[config.mk]
export PLATFORM = sky130hd
export DESIGN_NAME = rv_core
export DESIGN_NICKNAME = d
export VERILOG_FILES = /design/src/core_isa_pkg.sv /design/src/core_pipe_pkg.sv /design/src/pipe_ctrl.sv /design/src/perf_counter.sv /design/src/decoder.sv /design/src/reg_file.sv /design/src/operand_forwarding.sv /design/src/alu.sv /design/src/rv_core.sv
export SDC_FILE = /design/constraint.sdc
export NUM_CORES = 2
export LEC_CHECK = 0
export ABC_CLOCK_PERIOD_IN_PS = 5800
export BUFFER_PORTS_ARGS = -buffer_cell sky130_fd_sc_hd__clkbuf_2
export CAP_MARGIN = 15
export CORE_AREA = 5 5 344 346
export CTS_BUF_LIST = sky130_fd_sc_hd__clkbuf_4 sky130_fd_sc_hd__clkbuf_8
export CTS_CLUSTER_SIZE = 14
export DETAILED_ROUTE_END_ITERATION = 16
export DIE_AREA = 0 0 349 351
export PLACE_DENSITY_LB_ADDON = 0.3
export RECOVER_POWER = 100
export SETUP_SLACK_MARGIN = 0.5
export SLEW_MARGIN = 15
export SYNTH_ARGS = -nofsm -noshare
export SYNTH_HDL_FRONTEND = slang
export SYNTH_SLANG_ARGS = --single-unit
[constraint.sdc]
create_clock -name clk -period 5.8 [get_ports clk]
set_clock_uncertainty 0.2 [all_clocks]
set_input_delay 0.58 -clock clk [delete_from_list [all_inputs] [get_ports clk]]
set_output_delay 0.58 -clock clk [all_outputs]
set_load 0.05 [all_outputs]
[src/core_isa_pkg.sv]
package core_isa_pkg;

    // architectural widths
    localparam int XLEN      = 32;
    localparam int INST_W    = 32;
    localparam int RF_ADDR_W = 5;
    localparam int RF_DEPTH  = 32;
    localparam int SHAMT_W   = 5;

    typedef logic [XLEN-1:0]      xlen_t;
    typedef logic [INST_W-1:0]    inst_t;
    typedef logic [RF_ADDR_W-1:0] rf_addr_t;
    typedef logic [6:0]           opcode_t;
    typedef logic [2:0]           funct3_t;
    typedef logic [6:0]           funct7_t;

    // major opcodes, only the integer alu groups
    localparam opcode_t OPC_OP     = 7'b0110011;
    localparam opcode_t OPC_OP_IMM = 7'b0010011;

    // funct3 field
    localparam funct3_t F3_ADD  = 3'b000;
    localparam funct3_t F3_SLL  = 3'b001;
    localparam funct3_t F3_SLT  = 3'b010;
    localparam funct3_t F3_SLTU = 3'b011;
    localparam funct3_t F3_XOR  = 3'b100;
    localparam funct3_t F3_SRL  = 3'b101;
    localparam funct3_t F3_OR   = 3'b110;
    localparam funct3_t F3_AND  = 3'b111;

    // funct7 bit that turns add into sub and srl into sra
    localparam int F7_ALT_BIT = 5;

    typedef enum logic [3:0] {
        ALU_ADD,
        ALU_SUB,
        ALU_SLL,
        ALU_SLT,
        ALU_SLTU,
        ALU_XOR,
        ALU_SRL,
        ALU_SRA,
        ALU_OR,
        ALU_AND
    } alu_op_t;

endpackage

[src/core_pipe_pkg.sv]
package core_pipe_pkg;

    // decode, execute, memory, writeback
    localparam int PIPE_STAGES = 4;
    localparam int FLUSH_CNT_W = $clog2(PIPE_STAGES);
    localparam int CNT_W       = 32;

    typedef logic [PIPE_STAGES-1:0] stage_vec_t;
    typedef logic [FLUSH_CNT_W-1:0] flush_cnt_t;
    typedef logic [CNT_W-1:0]       cnt_t;

    // operand source, register/immediate or a bypassed result
    typedef enum logic [1:0] {
        FWD_REG,
        FWD_MEM,
        FWD_WBK
    } fwd_sel_t;

    typedef enum logic [1:0] {
        ST_FLUSH,
        ST_RUN
    } ctrl_state_t;

endpackage

[src/pipe_ctrl.sv]
`timescale 1ns/10ps

module pipe_ctrl (
    input  logic clk,
    input  logic rst,
    output logic run_o
);

    core_pipe_pkg::ctrl_state_t state_q;
    core_pipe_pkg::flush_cnt_t  flush_cnt_q;
    // one bit per stage, cleared front to back
    core_pipe_pkg::stage_vec_t  stage_flush_q;

    always_ff @(posedge clk) begin
        if (rst) begin
            state_q       <= core_pipe_pkg::ST_FLUSH;
            flush_cnt_q   <= core_pipe_pkg::flush_cnt_t'(core_pipe_pkg::PIPE_STAGES - 1);
            stage_flush_q <= '1;
        end else begin
            case (state_q)
                core_pipe_pkg::ST_FLUSH: begin
                    stage_flush_q <= {stage_flush_q[core_pipe_pkg::PIPE_STAGES-2:0], 1'b0};
                    if (flush_cnt_q == '0) begin
                        state_q <= core_pipe_pkg::ST_RUN;
                    end else begin
                        flush_cnt_q <= flush_cnt_q - 1'b1;
                    end
                end
                core_pipe_pkg::ST_RUN: begin
                    // no way back out short of reset
                    state_q <= core_pipe_pkg::ST_RUN;
                end
                default: begin
                    state_q <= core_pipe_pkg::ST_FLUSH;
                end
            endcase
        end
    end

    // accept only once the last stage is clean
    assign run_o = (state_q == core_pipe_pkg::ST_RUN) &&
                   !stage_flush_q[core_pipe_pkg::PIPE_STAGES-1];

endmodule

[src/perf_counter.sv]
`timescale 1ns/10ps

module perf_counter (
    input  logic                clk,
    input  logic                rst,
    input  logic                run_i,
    input  logic                accept_i,
    input  logic                retire_i,
    output core_pipe_pkg::cnt_t cycle_o,
    output core_pipe_pkg::cnt_t instret_o,
    output core_pipe_pkg::cnt_t bubble_o
);

    always_ff @(posedge clk) begin
        if (rst) begin
            cycle_o   <= '0;
            instret_o <= '0;
            bubble_o  <= '0;
        end else if (run_i) begin
            cycle_o <= cycle_o + core_pipe_pkg::cnt_t'(1);
            if (retire_i) begin
                instret_o <= instret_o + core_pipe_pkg::cnt_t'(1);
            end
            // idle decode slot
            if (!accept_i) begin
                bubble_o <= bubble_o + core_pipe_pkg::cnt_t'(1);
            end
        end
    end

endmodule

[src/decoder.sv]
`timescale 1ns/10ps

module decoder (
    input  core_isa_pkg::inst_t    inst_i,
    output core_isa_pkg::rf_addr_t rs1_o,
    output core_isa_pkg::rf_addr_t rs2_o,
    output core_isa_pkg::rf_addr_t rd_o,
    output core_isa_pkg::xlen_t    imm_o,
    output logic                   use_imm_o,
    output core_isa_pkg::alu_op_t  alu_op_o,
    output logic                   rd_we_o
);

    core_isa_pkg::opcode_t opcode;
    core_isa_pkg::funct3_t funct3;
    core_isa_pkg::funct7_t funct7;
    logic                  op_reg;
    logic                  op_imm;
    logic                  shift_imm;
    logic                  alt;

    // field split
    assign opcode = inst_i[6:0];
    assign rd_o   = inst_i[11:7];
    assign funct3 = inst_i[14:12];
    assign rs1_o  = inst_i[19:15];
    assign rs2_o  = inst_i[24:20];
    assign funct7 = inst_i[31:25];

    assign op_reg = (opcode == core_isa_pkg::OPC_OP);
    assign op_imm = (opcode == core_isa_pkg::OPC_OP_IMM);
    assign alt    = funct7[core_isa_pkg::F7_ALT_BIT];

    // slli, srli, srai carry a shamt, not a signed immediate
    assign shift_imm = op_imm &&
                       ((funct3 == core_isa_pkg::F3_SLL) || (funct3 == core_isa_pkg::F3_SRL));

    assign imm_o = shift_imm ?
        {{(core_isa_pkg::XLEN-core_isa_pkg::SHAMT_W){1'b0}},
         inst_i[20 +: core_isa_pkg::SHAMT_W]} :
        {{(core_isa_pkg::XLEN-12){inst_i[31]}}, inst_i[31:20]};

    always_comb begin
        case (funct3)
            // no subi, so alt only counts for register ops
            core_isa_pkg::F3_ADD:  alu_op_o = (op_reg && alt) ? core_isa_pkg::ALU_SUB :
                                                                core_isa_pkg::ALU_ADD;
            core_isa_pkg::F3_SLL:  alu_op_o = core_isa_pkg::ALU_SLL;
            core_isa_pkg::F3_SLT:  alu_op_o = core_isa_pkg::ALU_SLT;
            core_isa_pkg::F3_SLTU: alu_op_o = core_isa_pkg::ALU_SLTU;
            core_isa_pkg::F3_XOR:  alu_op_o = core_isa_pkg::ALU_XOR;
            core_isa_pkg::F3_SRL:  alu_op_o = alt ? core_isa_pkg::ALU_SRA : core_isa_pkg::ALU_SRL;
            core_isa_pkg::F3_OR:   alu_op_o = core_isa_pkg::ALU_OR;
            core_isa_pkg::F3_AND:  alu_op_o = core_isa_pkg::ALU_AND;
            default:               alu_op_o = core_isa_pkg::ALU_ADD;
        endcase
    end

    assign use_imm_o = op_imm;
    // x0 and unknown opcodes never write
    assign rd_we_o   = (op_reg || op_imm) && (rd_o != '0);

endmodule

[src/reg_file.sv]
`timescale 1ns/10ps

module reg_file (
    input  logic                   clk,
    input  logic                   we_i,
    input  core_isa_pkg::rf_addr_t waddr_i,
    input  core_isa_pkg::xlen_t    wdata_i,
    input  core_isa_pkg::rf_addr_t raddr_a_i,
    input  core_isa_pkg::rf_addr_t raddr_b_i,
    output core_isa_pkg::xlen_t    rdata_a_o,
    output core_isa_pkg::xlen_t    rdata_b_o
);

    core_isa_pkg::xlen_t regs [core_isa_pkg::RF_DEPTH];

    // write at the end of the writeback cycle
    always_ff @(posedge clk) begin
        if (we_i && (waddr_i != '0)) begin
            regs[waddr_i] <= wdata_i;
        end
    end

    // x0 reads as zero
    assign rdata_a_o = (raddr_a_i == '0) ? '0 : regs[raddr_a_i];
    assign rdata_b_o = (raddr_b_i == '0) ? '0 : regs[raddr_b_i];

endmodule

[src/operand_forwarding.sv]
`timescale 1ns/10ps

module operand_forwarding (
    input  core_isa_pkg::rf_addr_t  rs1_dec_i,
    input  core_isa_pkg::rf_addr_t  rs2_dec_i,
    input  core_isa_pkg::rf_addr_t  rs1_exe_i,
    input  core_isa_pkg::rf_addr_t  rs2_exe_i,
    input  logic                    use_imm_exe_i,
    input  core_isa_pkg::rf_addr_t  rd_mem_i,
    input  logic                    rd_we_mem_i,
    input  core_isa_pkg::rf_addr_t  rd_wbk_i,
    input  logic                    rd_we_wbk_i,
    output core_pipe_pkg::fwd_sel_t fwd_rs1_dec_o,
    output core_pipe_pkg::fwd_sel_t fwd_rs2_dec_o,
    output core_pipe_pkg::fwd_sel_t fwd_a_exe_o,
    output core_pipe_pkg::fwd_sel_t fwd_b_exe_o
);

    // newest result wins, x0 always comes from the register file
    function automatic core_pipe_pkg::fwd_sel_t sel_src(
        input core_isa_pkg::rf_addr_t rs,
        input core_isa_pkg::rf_addr_t rd_mem,
        input logic                   we_mem,
        input core_isa_pkg::rf_addr_t rd_wbk,
        input logic                   we_wbk
    );
        core_pipe_pkg::fwd_sel_t sel;
        sel = core_pipe_pkg::FWD_REG;
        if (rs != '0) begin
            if (we_mem && (rd_mem == rs)) begin
                sel = core_pipe_pkg::FWD_MEM;
            end else if (we_wbk && (rd_wbk == rs)) begin
                sel = core_pipe_pkg::FWD_WBK;
            end
        end
        return sel;
    endfunction

    // decode only sees the write that lands at the end of this cycle
    assign fwd_rs1_dec_o = sel_src(rs1_dec_i, rd_mem_i, 1'b0, rd_wbk_i, rd_we_wbk_i);
    assign fwd_rs2_dec_o = sel_src(rs2_dec_i, rd_mem_i, 1'b0, rd_wbk_i, rd_we_wbk_i);

    assign fwd_a_exe_o = sel_src(rs1_exe_i, rd_mem_i, rd_we_mem_i, rd_wbk_i, rd_we_wbk_i);
    assign fwd_b_exe_o = use_imm_exe_i ? core_pipe_pkg::FWD_REG :
                         sel_src(rs2_exe_i, rd_mem_i, rd_we_mem_i, rd_wbk_i, rd_we_wbk_i);

endmodule

[src/alu.sv]
`timescale 1ns/10ps

module alu (
    input  core_isa_pkg::alu_op_t op_i,
    input  core_isa_pkg::xlen_t   a_i,
    input  core_isa_pkg::xlen_t   b_i,
    output core_isa_pkg::xlen_t   y_o
);

    logic [core_isa_pkg::SHAMT_W-1:0] shamt;

    assign shamt = b_i[core_isa_pkg::SHAMT_W-1:0];

    always_comb begin
        case (op_i)
            core_isa_pkg::ALU_ADD:  y_o = a_i + b_i;
            core_isa_pkg::ALU_SUB:  y_o = a_i - b_i;
            core_isa_pkg::ALU_SLL:  y_o = a_i << shamt;
            core_isa_pkg::ALU_SRL:  y_o = a_i >> shamt;
            core_isa_pkg::ALU_SRA:  y_o = core_isa_pkg::xlen_t'($signed(a_i) >>> shamt);
            // compares give 0 or 1
            core_isa_pkg::ALU_SLT:  y_o = core_isa_pkg::xlen_t'($signed(a_i) < $signed(b_i));
            core_isa_pkg::ALU_SLTU: y_o = core_isa_pkg::xlen_t'(a_i < b_i);
            core_isa_pkg::ALU_XOR:  y_o = a_i ^ b_i;
            core_isa_pkg::ALU_OR:   y_o = a_i | b_i;
            core_isa_pkg::ALU_AND:  y_o = a_i & b_i;
            default:                y_o = '0;
        endcase
    end

endmodule

[src/rv_core.sv]
`timescale 1ns/10ps

module rv_core (
    input  logic                   clk,
    input  logic                   rst,
    input  core_isa_pkg::inst_t    inst_i,
    input  logic                   inst_valid_i,
    output logic                   run_o,
    output logic                   wb_valid_o,
    output logic                   wb_we_o,
    output core_isa_pkg::rf_addr_t wb_addr_o,
    output core_isa_pkg::xlen_t    wb_data_o,
    output core_pipe_pkg::cnt_t    cycle_o,
    output core_pipe_pkg::cnt_t    instret_o,
    output core_pipe_pkg::cnt_t    bubble_o
);

    logic accept;

    // decode stage
    logic                    v_dec;
    core_isa_pkg::inst_t     inst_dec;
    core_isa_pkg::rf_addr_t  rs1_dec, rs2_dec, rd_dec;
    core_isa_pkg::xlen_t     imm_dec, rf_a_dec, rf_b_dec, op_a_dec, op_b_dec;
    logic                    use_imm_dec, rd_we_dec;
    core_isa_pkg::alu_op_t   alu_op_dec;
    core_pipe_pkg::fwd_sel_t fwd_rs1_dec, fwd_rs2_dec;

    // execute stage
    logic                    v_exe, rd_we_exe, use_imm_exe;
    core_isa_pkg::rf_addr_t  rs1_exe, rs2_exe, rd_exe;
    core_isa_pkg::xlen_t     op_a_exe, op_b_exe, a_exe, b_exe, res_exe;
    core_isa_pkg::alu_op_t   alu_op_exe;
    core_pipe_pkg::fwd_sel_t fwd_a_exe, fwd_b_exe;

    // memory and writeback stages
    logic                    v_mem, rd_we_mem, v_wbk, rd_we_wbk;
    core_isa_pkg::rf_addr_t  rd_mem, rd_wbk;
    core_isa_pkg::xlen_t     res_mem, res_wbk;

    function automatic core_isa_pkg::xlen_t fwd_mux(
        input core_pipe_pkg::fwd_sel_t sel,
        input core_isa_pkg::xlen_t     reg_val,
        input core_isa_pkg::xlen_t     mem_val,
        input core_isa_pkg::xlen_t     wbk_val
    );
        core_isa_pkg::xlen_t val;
        case (sel)
            core_pipe_pkg::FWD_MEM: val = mem_val;
            core_pipe_pkg::FWD_WBK: val = wbk_val;
            default:                val = reg_val;
        endcase
        return val;
    endfunction

    pipe_ctrl u_pipe_ctrl (.clk(clk), .rst(rst), .run_o(run_o));

    assign accept = inst_valid_i && run_o;

    perf_counter u_perf_counter (
        .clk       (clk),
        .rst       (rst),
        .run_i     (run_o),
        .accept_i  (accept),
        .retire_i  (wb_valid_o),
        .cycle_o   (cycle_o),
        .instret_o (instret_o),
        .bubble_o  (bubble_o)
    );

    //--------------------------------------------------------------------
    // decode
    always_ff @(posedge clk) begin
        if (rst) begin
            v_dec <= 1'b0;
        end else begin
            v_dec <= accept;
        end
    end

    always_ff @(posedge clk) begin
        if (accept) begin
            inst_dec <= inst_i;
        end
    end

    decoder u_decoder (
        .inst_i    (inst_dec),
        .rs1_o     (rs1_dec),
        .rs2_o     (rs2_dec),
        .rd_o      (rd_dec),
        .imm_o     (imm_dec),
        .use_imm_o (use_imm_dec),
        .alu_op_o  (alu_op_dec),
        .rd_we_o   (rd_we_dec)
    );

    reg_file u_reg_file (
        .clk       (clk),
        .we_i      (rd_we_wbk),
        .waddr_i   (rd_wbk),
        .wdata_i   (res_wbk),
        .raddr_a_i (rs1_dec),
        .raddr_b_i (rs2_dec),
        .rdata_a_o (rf_a_dec),
        .rdata_b_o (rf_b_dec)
    );

    operand_forwarding u_operand_forwarding (
        .rs1_dec_i     (rs1_dec),
        .rs2_dec_i     (rs2_dec),
        .rs1_exe_i     (rs1_exe),
        .rs2_exe_i     (rs2_exe),
        .use_imm_exe_i (use_imm_exe),
        .rd_mem_i      (rd_mem),
        .rd_we_mem_i   (rd_we_mem),
        .rd_wbk_i      (rd_wbk),
        .rd_we_wbk_i   (rd_we_wbk),
        .fwd_rs1_dec_o (fwd_rs1_dec),
        .fwd_rs2_dec_o (fwd_rs2_dec),
        .fwd_a_exe_o   (fwd_a_exe),
        .fwd_b_exe_o   (fwd_b_exe)
    );

    // decode never sees a memory-stage match
    assign op_a_dec = fwd_mux(fwd_rs1_dec, rf_a_dec, res_mem, res_wbk);
    assign op_b_dec = use_imm_dec ? imm_dec : fwd_mux(fwd_rs2_dec, rf_b_dec, res_mem, res_wbk);

    //--------------------------------------------------------------------
    // execute
    always_ff @(posedge clk) begin
        if (rst) begin
            v_exe     <= 1'b0;
            rd_we_exe <= 1'b0;
        end else begin
            v_exe     <= v_dec;
            rd_we_exe <= v_dec && rd_we_dec;
        end
    end

    always_ff @(posedge clk) begin
        op_a_exe    <= op_a_dec;
        op_b_exe    <= op_b_dec;
        alu_op_exe  <= alu_op_dec;
        use_imm_exe <= use_imm_dec;
        rs1_exe     <= rs1_dec;
        rs2_exe     <= rs2_dec;
        rd_exe      <= rd_dec;
    end

    assign a_exe = fwd_mux(fwd_a_exe, op_a_exe, res_mem, res_wbk);
    assign b_exe = fwd_mux(fwd_b_exe, op_b_exe, res_mem, res_wbk);

    alu u_alu (.op_i(alu_op_exe), .a_i(a_exe), .b_i(b_exe), .y_o(res_exe));

    //--------------------------------------------------------------------
    // memory and writeback, result only
    always_ff @(posedge clk) begin
        if (rst) begin
            v_mem     <= 1'b0;
            rd_we_mem <= 1'b0;
            v_wbk     <= 1'b0;
            rd_we_wbk <= 1'b0;
        end else begin
            v_mem     <= v_exe;
            rd_we_mem <= rd_we_exe;
            v_wbk     <= v_mem;
            rd_we_wbk <= rd_we_mem;
        end
    end

    always_ff @(posedge clk) begin
        res_mem <= res_exe;
        rd_mem  <= rd_exe;
        res_wbk <= res_mem;
        rd_wbk  <= rd_mem;
    end

    assign wb_valid_o = v_wbk;
    assign wb_we_o    = rd_we_wbk;
    assign wb_addr_o  = rd_wbk;
    assign wb_data_o  = res_wbk;

endmodule

# ---- Word level (Yosys, flattened, before mapping)
# Memory sizes are Yosys's and may differ from the RTL's. A register that Yosys moved wholly into a read port is not among the register bits.
# Index checks and enable logic that the tools add are counted.
dict set report word_totals {
  regBits 301
  latchBits 0
  romBits 0
  input_bits 35
  elab_cells 136
  output_inout_bits 136
  mem_bits_rw 1024
  memories 1
}
# name words width read_ports rd_ports_with_merged_regs write_ports line
set memory_table {}
lappend memory_table {u_reg_file.regs 32 32 2 2 1 reg_file.sv:14} ;# core_isa_pkg::xlen_t regs [core_isa_pkg::RF_DEPTH];
dict set report classes {
  add_sub_neg 6
  muxes 29
  n_mul 0
  magnitude_cmp 2
  div_mod_pow 0
  reduce_logical 31
  shift 3
  bitwise_logic 5
  n_eq_ne 34
}
# operator count
set op_table {}
lappend op_table {{$pmux 32 s10} 1}
lappend op_table {{$pmux 32 s2} 4}
lappend op_table {{$mux 32} 4}
lappend op_table {{$add 32x1->32 const B} 3}
lappend op_table {{$lt 32x32->1} 2}
lappend op_table {{$add 32x32->32} 1}
lappend op_table {{$and 32x32->32} 1}
lappend op_table {{$or 32x32->32} 1}
lappend op_table {{$pmux 4 s8} 1}
lappend op_table {{$shl 32x5->32} 1}
lappend op_table {{$shr 32x5->32} 1}
lappend op_table {{$sshr 32x5->32} 1}
lappend op_table {{$sub 32x32->32} 1}
lappend op_table {{$xor 32x32->32} 1}
lappend op_table {{$eq 5x5->1} 6}
lappend op_table {{$reduce_bool 5->1} 6}
lappend op_table {{$mux 2} 12}
lappend op_table {{$eq 4x3->1 const B} 4}
lappend op_table {{$logic_and 1x1->1} 13}
lappend op_table {{$eq 3x3->1 const B} 4}
lappend op_table {{$eq 2x1->1 const B} 5}
lappend op_table {{$logic_not 5->1} 2}
lappend op_table {{$mux 5} 2}
lappend op_table {{$eq 2x2->1 const B} 4}
lappend op_table {{18 further kinds} 29}

# ---- Longest topological paths before layout
dict set report logic_depth {
  word_depth 10
  ltp_mapped 24
  ltp_nobuf 20
}

# ---- Hierarchy
# Synthesis repeated with hierarchy kept, for this count alone.
dict set report unflattened {
  hier_cells 5244
  hier_area_um2 69327.7
}
# module area_per_inst_um2 cells_per_inst n_inst seq_area_each_um2
set modules_own_cells {}
lappend modules_own_cells {reg_file 47929.7 2564 1 30749.5}
lappend modules_own_cells {alu 8455.6 1287 1 0.0}
lappend modules_own_cells {rv_core 7153.1 697 1 4264.1}
lappend modules_own_cells {perf_counter 4569.4 542 1 1921.8}
lappend modules_own_cells {decoder 495.5 67 1 0.0}
lappend modules_own_cells {operand_forwarding 455.4 61 1 0.0}
lappend modules_own_cells {pipe_ctrl 269.0 26 1 140.1}

# ---- Worst setup path before layout
# Ideal clock, no wire load.
dict set report synth_timing {
  path_type {register to register}
  from {register rd_wbk[1], in the netlist wb_addr_o[1]}
  to {register res_mem[26]}
  setup_slack_ps -58
  setup_time_ps 142
  synth_period_minus_slack_ps 5858
  path_stages_with_launch 24
  path_buffers 7
  arrival_time_ps 5516
  required_time_ps 5458
  path_cell_list {dfxtp_1 buf_1 xor2_1 nor4_1 and3_1 nand3_1 ha_1 buf_6 clkbuf_1 o21a_1 clkbuf_1 clkbuf_1 buf_1 ha_1 buf_2 a21o_1 a21oi_2 a211oi_2 a2111oi_4 o41ai_2 a41o_1 a311oi_2 xnor2_1 o221ai_1}
}
dict set report synth_via {
  elab_chain_cells 10
  elab_cells_between_ends 26
  cone_classes {add/sub (2); eq/ne (6); shift (3); mux (10); bitwise (3); reduce/logical (2)}
}
# item line
set synth_rtl {}
lappend synth_rtl {{start, declared} rv_core.sv:38} ;# core_isa_pkg::rf_addr_t rd_mem, rd_wbk;
lappend synth_rtl {{start signal, assigned} rv_core.sv:176} ;# rd_wbk <= rd_mem;
lappend synth_rtl {{$eq 5x5->1} operand_forwarding.sv:32} ;# end else if (we_wbk && (rd_wbk == rs)) begin
lappend synth_rtl {{$logic_and 1x1->1} operand_forwarding.sv:32}
lappend synth_rtl {{$mux 2} operand_forwarding.sv:32}
lappend synth_rtl {{$mux 2} operand_forwarding.sv:30} ;# if (we_mem && (rd_mem == rs)) begin
lappend synth_rtl {{$mux 2} operand_forwarding.sv:29} ;# if (rs != '0) begin
lappend synth_rtl {{$mux 2} operand_forwarding.sv:44} ;# assign fwd_b_exe_o = use_imm_exe_i ? core_pipe_pkg::FWD_REG :
lappend synth_rtl {{$eq 2x2->1 / $eq 2x1->1 (equally long branches)} rv_core.sv:48} ;# case (sel)
lappend synth_rtl {{$pmux 32 s2} rv_core.sv:48}
lappend synth_rtl {{$sub 32x32->32 (tied with other cells)} alu.sv:17} ;# core_isa_pkg::ALU_SUB: y_o = a_i - b_i;
lappend synth_rtl {{$pmux 32 s10 *} alu.sv:15} ;# case (op_i)
lappend synth_rtl {{named net res_exe[26]} rv_core.sv:32} ;# core_isa_pkg::xlen_t op_a_exe, op_b_exe, a_exe, b_exe, res_exe;
lappend synth_rtl {{end signal, assigned} rv_core.sv:173} ;# res_mem <= res_exe;
lappend synth_rtl {{end, declared} rv_core.sv:39} ;# core_isa_pkg::xlen_t res_mem, res_wbk;
# Mark *: on every way through the listed nets, which the timed path passes. The rest lies on a longest branch.
# A chain may end at the register's enable or synchronous reset.

# ---- Worst setup path in the final report
dict set report layout_timing {
  from {register rd_we_wbk, in the netlist wb_we_o}
  to {memory u_reg_file.regs[18][7] in the netlist's numbering (enable)}
}
dict set report layout_via {
  elab_chain_cells 3
}
# item line
set layout_rtl {}
lappend layout_rtl {{start, declared} rv_core.sv:37} ;# logic v_mem, rd_we_mem, v_wbk, rd_we_wbk;
lappend layout_rtl {{start signal, assigned} rv_core.sv:168} ;# rd_we_wbk <= rd_we_mem;
lappend layout_rtl {{$logic_and 1x1->1} reg_file.sv:18} ;# if (we_i && (waddr_i != '0)) begin
lappend layout_rtl {{$mux 1} reg_file.sv:18}
lappend layout_rtl {{$mux 1 (implied by the code)} reg_file.sv:19} ;# regs[waddr_i] <= wdata_i;
lappend layout_rtl {{end, declared} reg_file.sv:14}
# Every way passes these cells.

==> key figures <==
Worst setup path
  • R2r setup slk: just under 0.3 ns
  • Crit start category: register
  • Setup Crit Path Kind: register to register
  • R2R Path End: u_reg_file.regs[18][7]$_DFFE_PP_
  • Worst path required time: 6.10 ns
  • Reg2Reg Depth: 4
  • CP Data Arrival Time: approximately 5.8 ns
  • Worst reg2reg startpoint: wb_we_o$_SDFF_PP0_
  • CP Capture Type: register
  • Worst Path Max Fanout: 21

Hold path
  • Worst hold path class: register to register
  • End of the worst hold path: rd_mem[4]$_DFF_P_
  • Hold path depth: 0
  • Hold path start: rd_exe[4]$_DFF_P_

Timing
  • Worst Tran Pin Value: 4.76 ns
  • Hold WS: about 0.13 ns
  • Final period util: 0.949
  • Peak Freq: between 0.15 and 0.2 GHz
  • Setup_tns: 0 ns
  • Slew Viols, Final: approximately 1900
  • Final min period: around 5.5 ns
  • RSZ-0062 raised after global routing: yes
  • Final Hold Fails: 0
  • Final setup violation count: 0
  • Slew Limit Headroom: -2.17

Clock network
  • TritonCTS Buffers: roughly 210
  • Clock latency on the worst-skew pair: 0.91 ns
  • Clock Sink Count: approximately 1300
  • CTS clk-pin slew, worst paths: approximately 0.06 ns
  • Clk root buf: clkbuf_8
  • H-tree depth: 4
  • CTS tree: done
  • Maximum root-to-sink buffer count: 3

Detailed routing
  • Final antenna-violating net count: 0
  • DRT iter0 DRCs: a little over 6000
  • Total Wirelength: roughly 220000 µm
  • First drt pass iteration count: 6
  • Post-DR wirelength/cell: ~33 µm
  • DRC errors left: 0
  • Vias/cell: ~7
  • Total number of vias: about 46000

Floorplanning
  • Site row count: roughly 130
  • DIE AREA: between 0.1 and 0.15 mm²
  • Initial Utilization: 0.582
  • Die Wd: 349 µm
  • Core area: roughly 0.12 mm²
  • Die height: around 350 µm
  • IO Pins: 171

Global route
  • Total track usage: 0.351
  • Initial antenna violation count: 6
  • First-pass GRT wire length: around 310000 µm
  • Number of global-route vias before repair: ~45000
  • Gr ovfl total: 0
  • Largest net degree at the start of global routing: 110

Final layout
  • Sequential cell area: about 0.037 mm²
  • Most frequent cells in the layout: edfxtp_1 (1056), mux4_2 (640), nor2_1 (272)
  • Largest Register: u_reg_file.regs
  • Most common cell after layout, fill and taps aside: edfxtp_1
  • Fillers: 8063
  • Final Net Count: around 5000
  • Area growth, synth to finish: 12.7%
  • Non-filler instance count after layout: approximately 6500
  • Fraction of layout cells with a size suffix above 1: 0.283
  • Max reg flops: 1024
  • Multi-input logic area: 0.0285 mm²

Power
  • Pwr dens: roughly 260 mW/mm²
  • Peak supply drop: approximately 0.00022 V
  • Leak: roughly 26 nW
  • Pwr Total: between 15 and 20 mW

Status
  • Run status: finished, violations left
  • Failing checks: max-capacitance violations, max-slew violations

Yosys
  • Synth warn: 0
  • Asr flop ratio synth: 0
  • Register area share after synthesis: 0.556
  • Post-synth EDFFs: ~1100
  • Synth Instances: around 4400
  • Average cell area after synthesis: around 15 µm²
  • Yosys cell types: 102
  • Most used DFF post-synth: edfxtp_1
  • Yosys reg bits: 1334
  • Cell Area, Synth: approximately 0.067 mm²

Placed design
  • Post-DP HPWL: between 100000 and 150000 µm
  • I/O Buffers: between 150 and 200
  • Placer Congestion: 0.989
  • Placed Cells incl. Taps: around 6000

Job
  • Maxcap violations: between 60 and 70
==> power breakdown <==
group | switching (mW) | total [mW] | internal [mW]
clock network | 3.76 | 7.93 | 4.17
registers | 0.0765 | 10.5 | 10.4
logic | 0.791 | 1.21 | 0.420
total | 4.63 | 19.7 | 15.0
==> cell type report <==
| class | count | share of cell area |
|---|---|---|
| flip-flops and latches | 1334 | 0.494 |
| multi-input cells | 2681 | 0.377 |
| clock buffers | 285 | 0.0467 |
| well taps | 1524 | 0.0252 |
| repair buffers | 494 | 0.0431 |
| inverters | 117 | 0.00588 |
| diodes | 2 | 0.0000663 |
| clock inverters | 86 | 0.00765 |
==> logic make-up after synthesis <==
kind of cell             share of synthesized area
flip-flops                                   0.556
multiplexers                                 0.248
AND/OR/NAND/NOR                             0.0549
AO/OA/AOI/OAI                               0.0768
buffers and inverters                       0.0271
XOR/XNOR                                    0.0161
adder cells (fa/ha/maj)                     0.0206
other                                    0.0000559
==> how the worst max path moves through the flow <==
stage	startpoint	to	cells past startpoint
2_1_floorplan	wb_addr_o[1]$_DFF_P_	res_mem[26]$_DFF_P_	23
3_3_place_gp	rs1_exe[2]$_DFF_P_	res_mem[30]$_DFF_P_	20
3_5_place_dp	rd_mem[3]$_DFF_P_	res_mem[30]$_DFF_P_	19
4_1_cts	rs2_exe[1]$_DFF_P_	res_mem[24]$_DFF_P_	21
5_1_grt	rd_mem[2]$_DFF_P_	res_mem[19]$_DFF_P_	22
6_report	wb_we_o$_SDFF_PP0_	u_reg_file.regs[18][7]$_DFFE_PP_	4
==> metrics by stage <==
step	instance area (µm²)	worst slack, ns	util
after CTS	75700	0.538	0.658
after detailed placement	71200	0.0154	0.619
after global routing	75500	0.189	0.656
after floorplan	67200	0.512	-
after global placement	71200	0.0562	0.618
final	75500	0.295	0.656
==> critical path: stages (launching register included) <==
cell and delay, ns:
dfxtp_1 0.34, clkbuf_1 0.43, nand3b_1 0.37, nor2_1 2.68, clkbuf_1 1.07
==> metal layers <==
metal,up-vias,global-route usage,share of wire
li1,18700,-,-
met1,23100,0.461,0.35
met2,3342,0.553,0.47
met3,646,0.0832,0.11
met4,6,0.183,0.064
met5,-,0,0.00031
==> cell usage after synthesis, types with 13 or more instances <==
cell	n	area, µm²
nor2_1	276	1040
o21ai_0	196	981
a221oi_1	37	324
nor2b_1	15	93.8
nand2b_1	20	125
xnor2_1	42	368
a31oi_1	15	93.8
a211oi_1	25	188
and3_1	26	163
nand3_1	73	365
o21ai_1	31	155
mux2i_1	125	1250
nand2_1	230	863
o31ai_1	13	97.6
o221ai_1	15	131
and2_1	16	100
or3_1	19	119
mux2_2	78	878
nor3_1	42	210
edfxtp_1	1056	31700
buf_1	55	206
a21oi_1	156	781
a21o_1	21	158
xor2_1	81	709
mux4_2	640	14400
dfxtp_1	278	5570
inv_1	111	417
o211ai_1	18	135
ha_1	107	1340
a221o_1	38	380
a22oi_1	64	480
nor4_1	15	93.8
nand4_1	29	181
buf_2	61	305
clkbuf_1	183	687
o22ai_1	20	125
o21bai_1	14	105
==> timing repair <==
action                     CTS  global route
setup buffers                4            16
resized for setup           15            76
cloned                       0             3
hold buffers                33             0
setup endpoints to repair   21            20
hold endpoints to repair    46             0
pin swaps                   10            33
No activity file was read; power rests on OpenSTA's default activity.
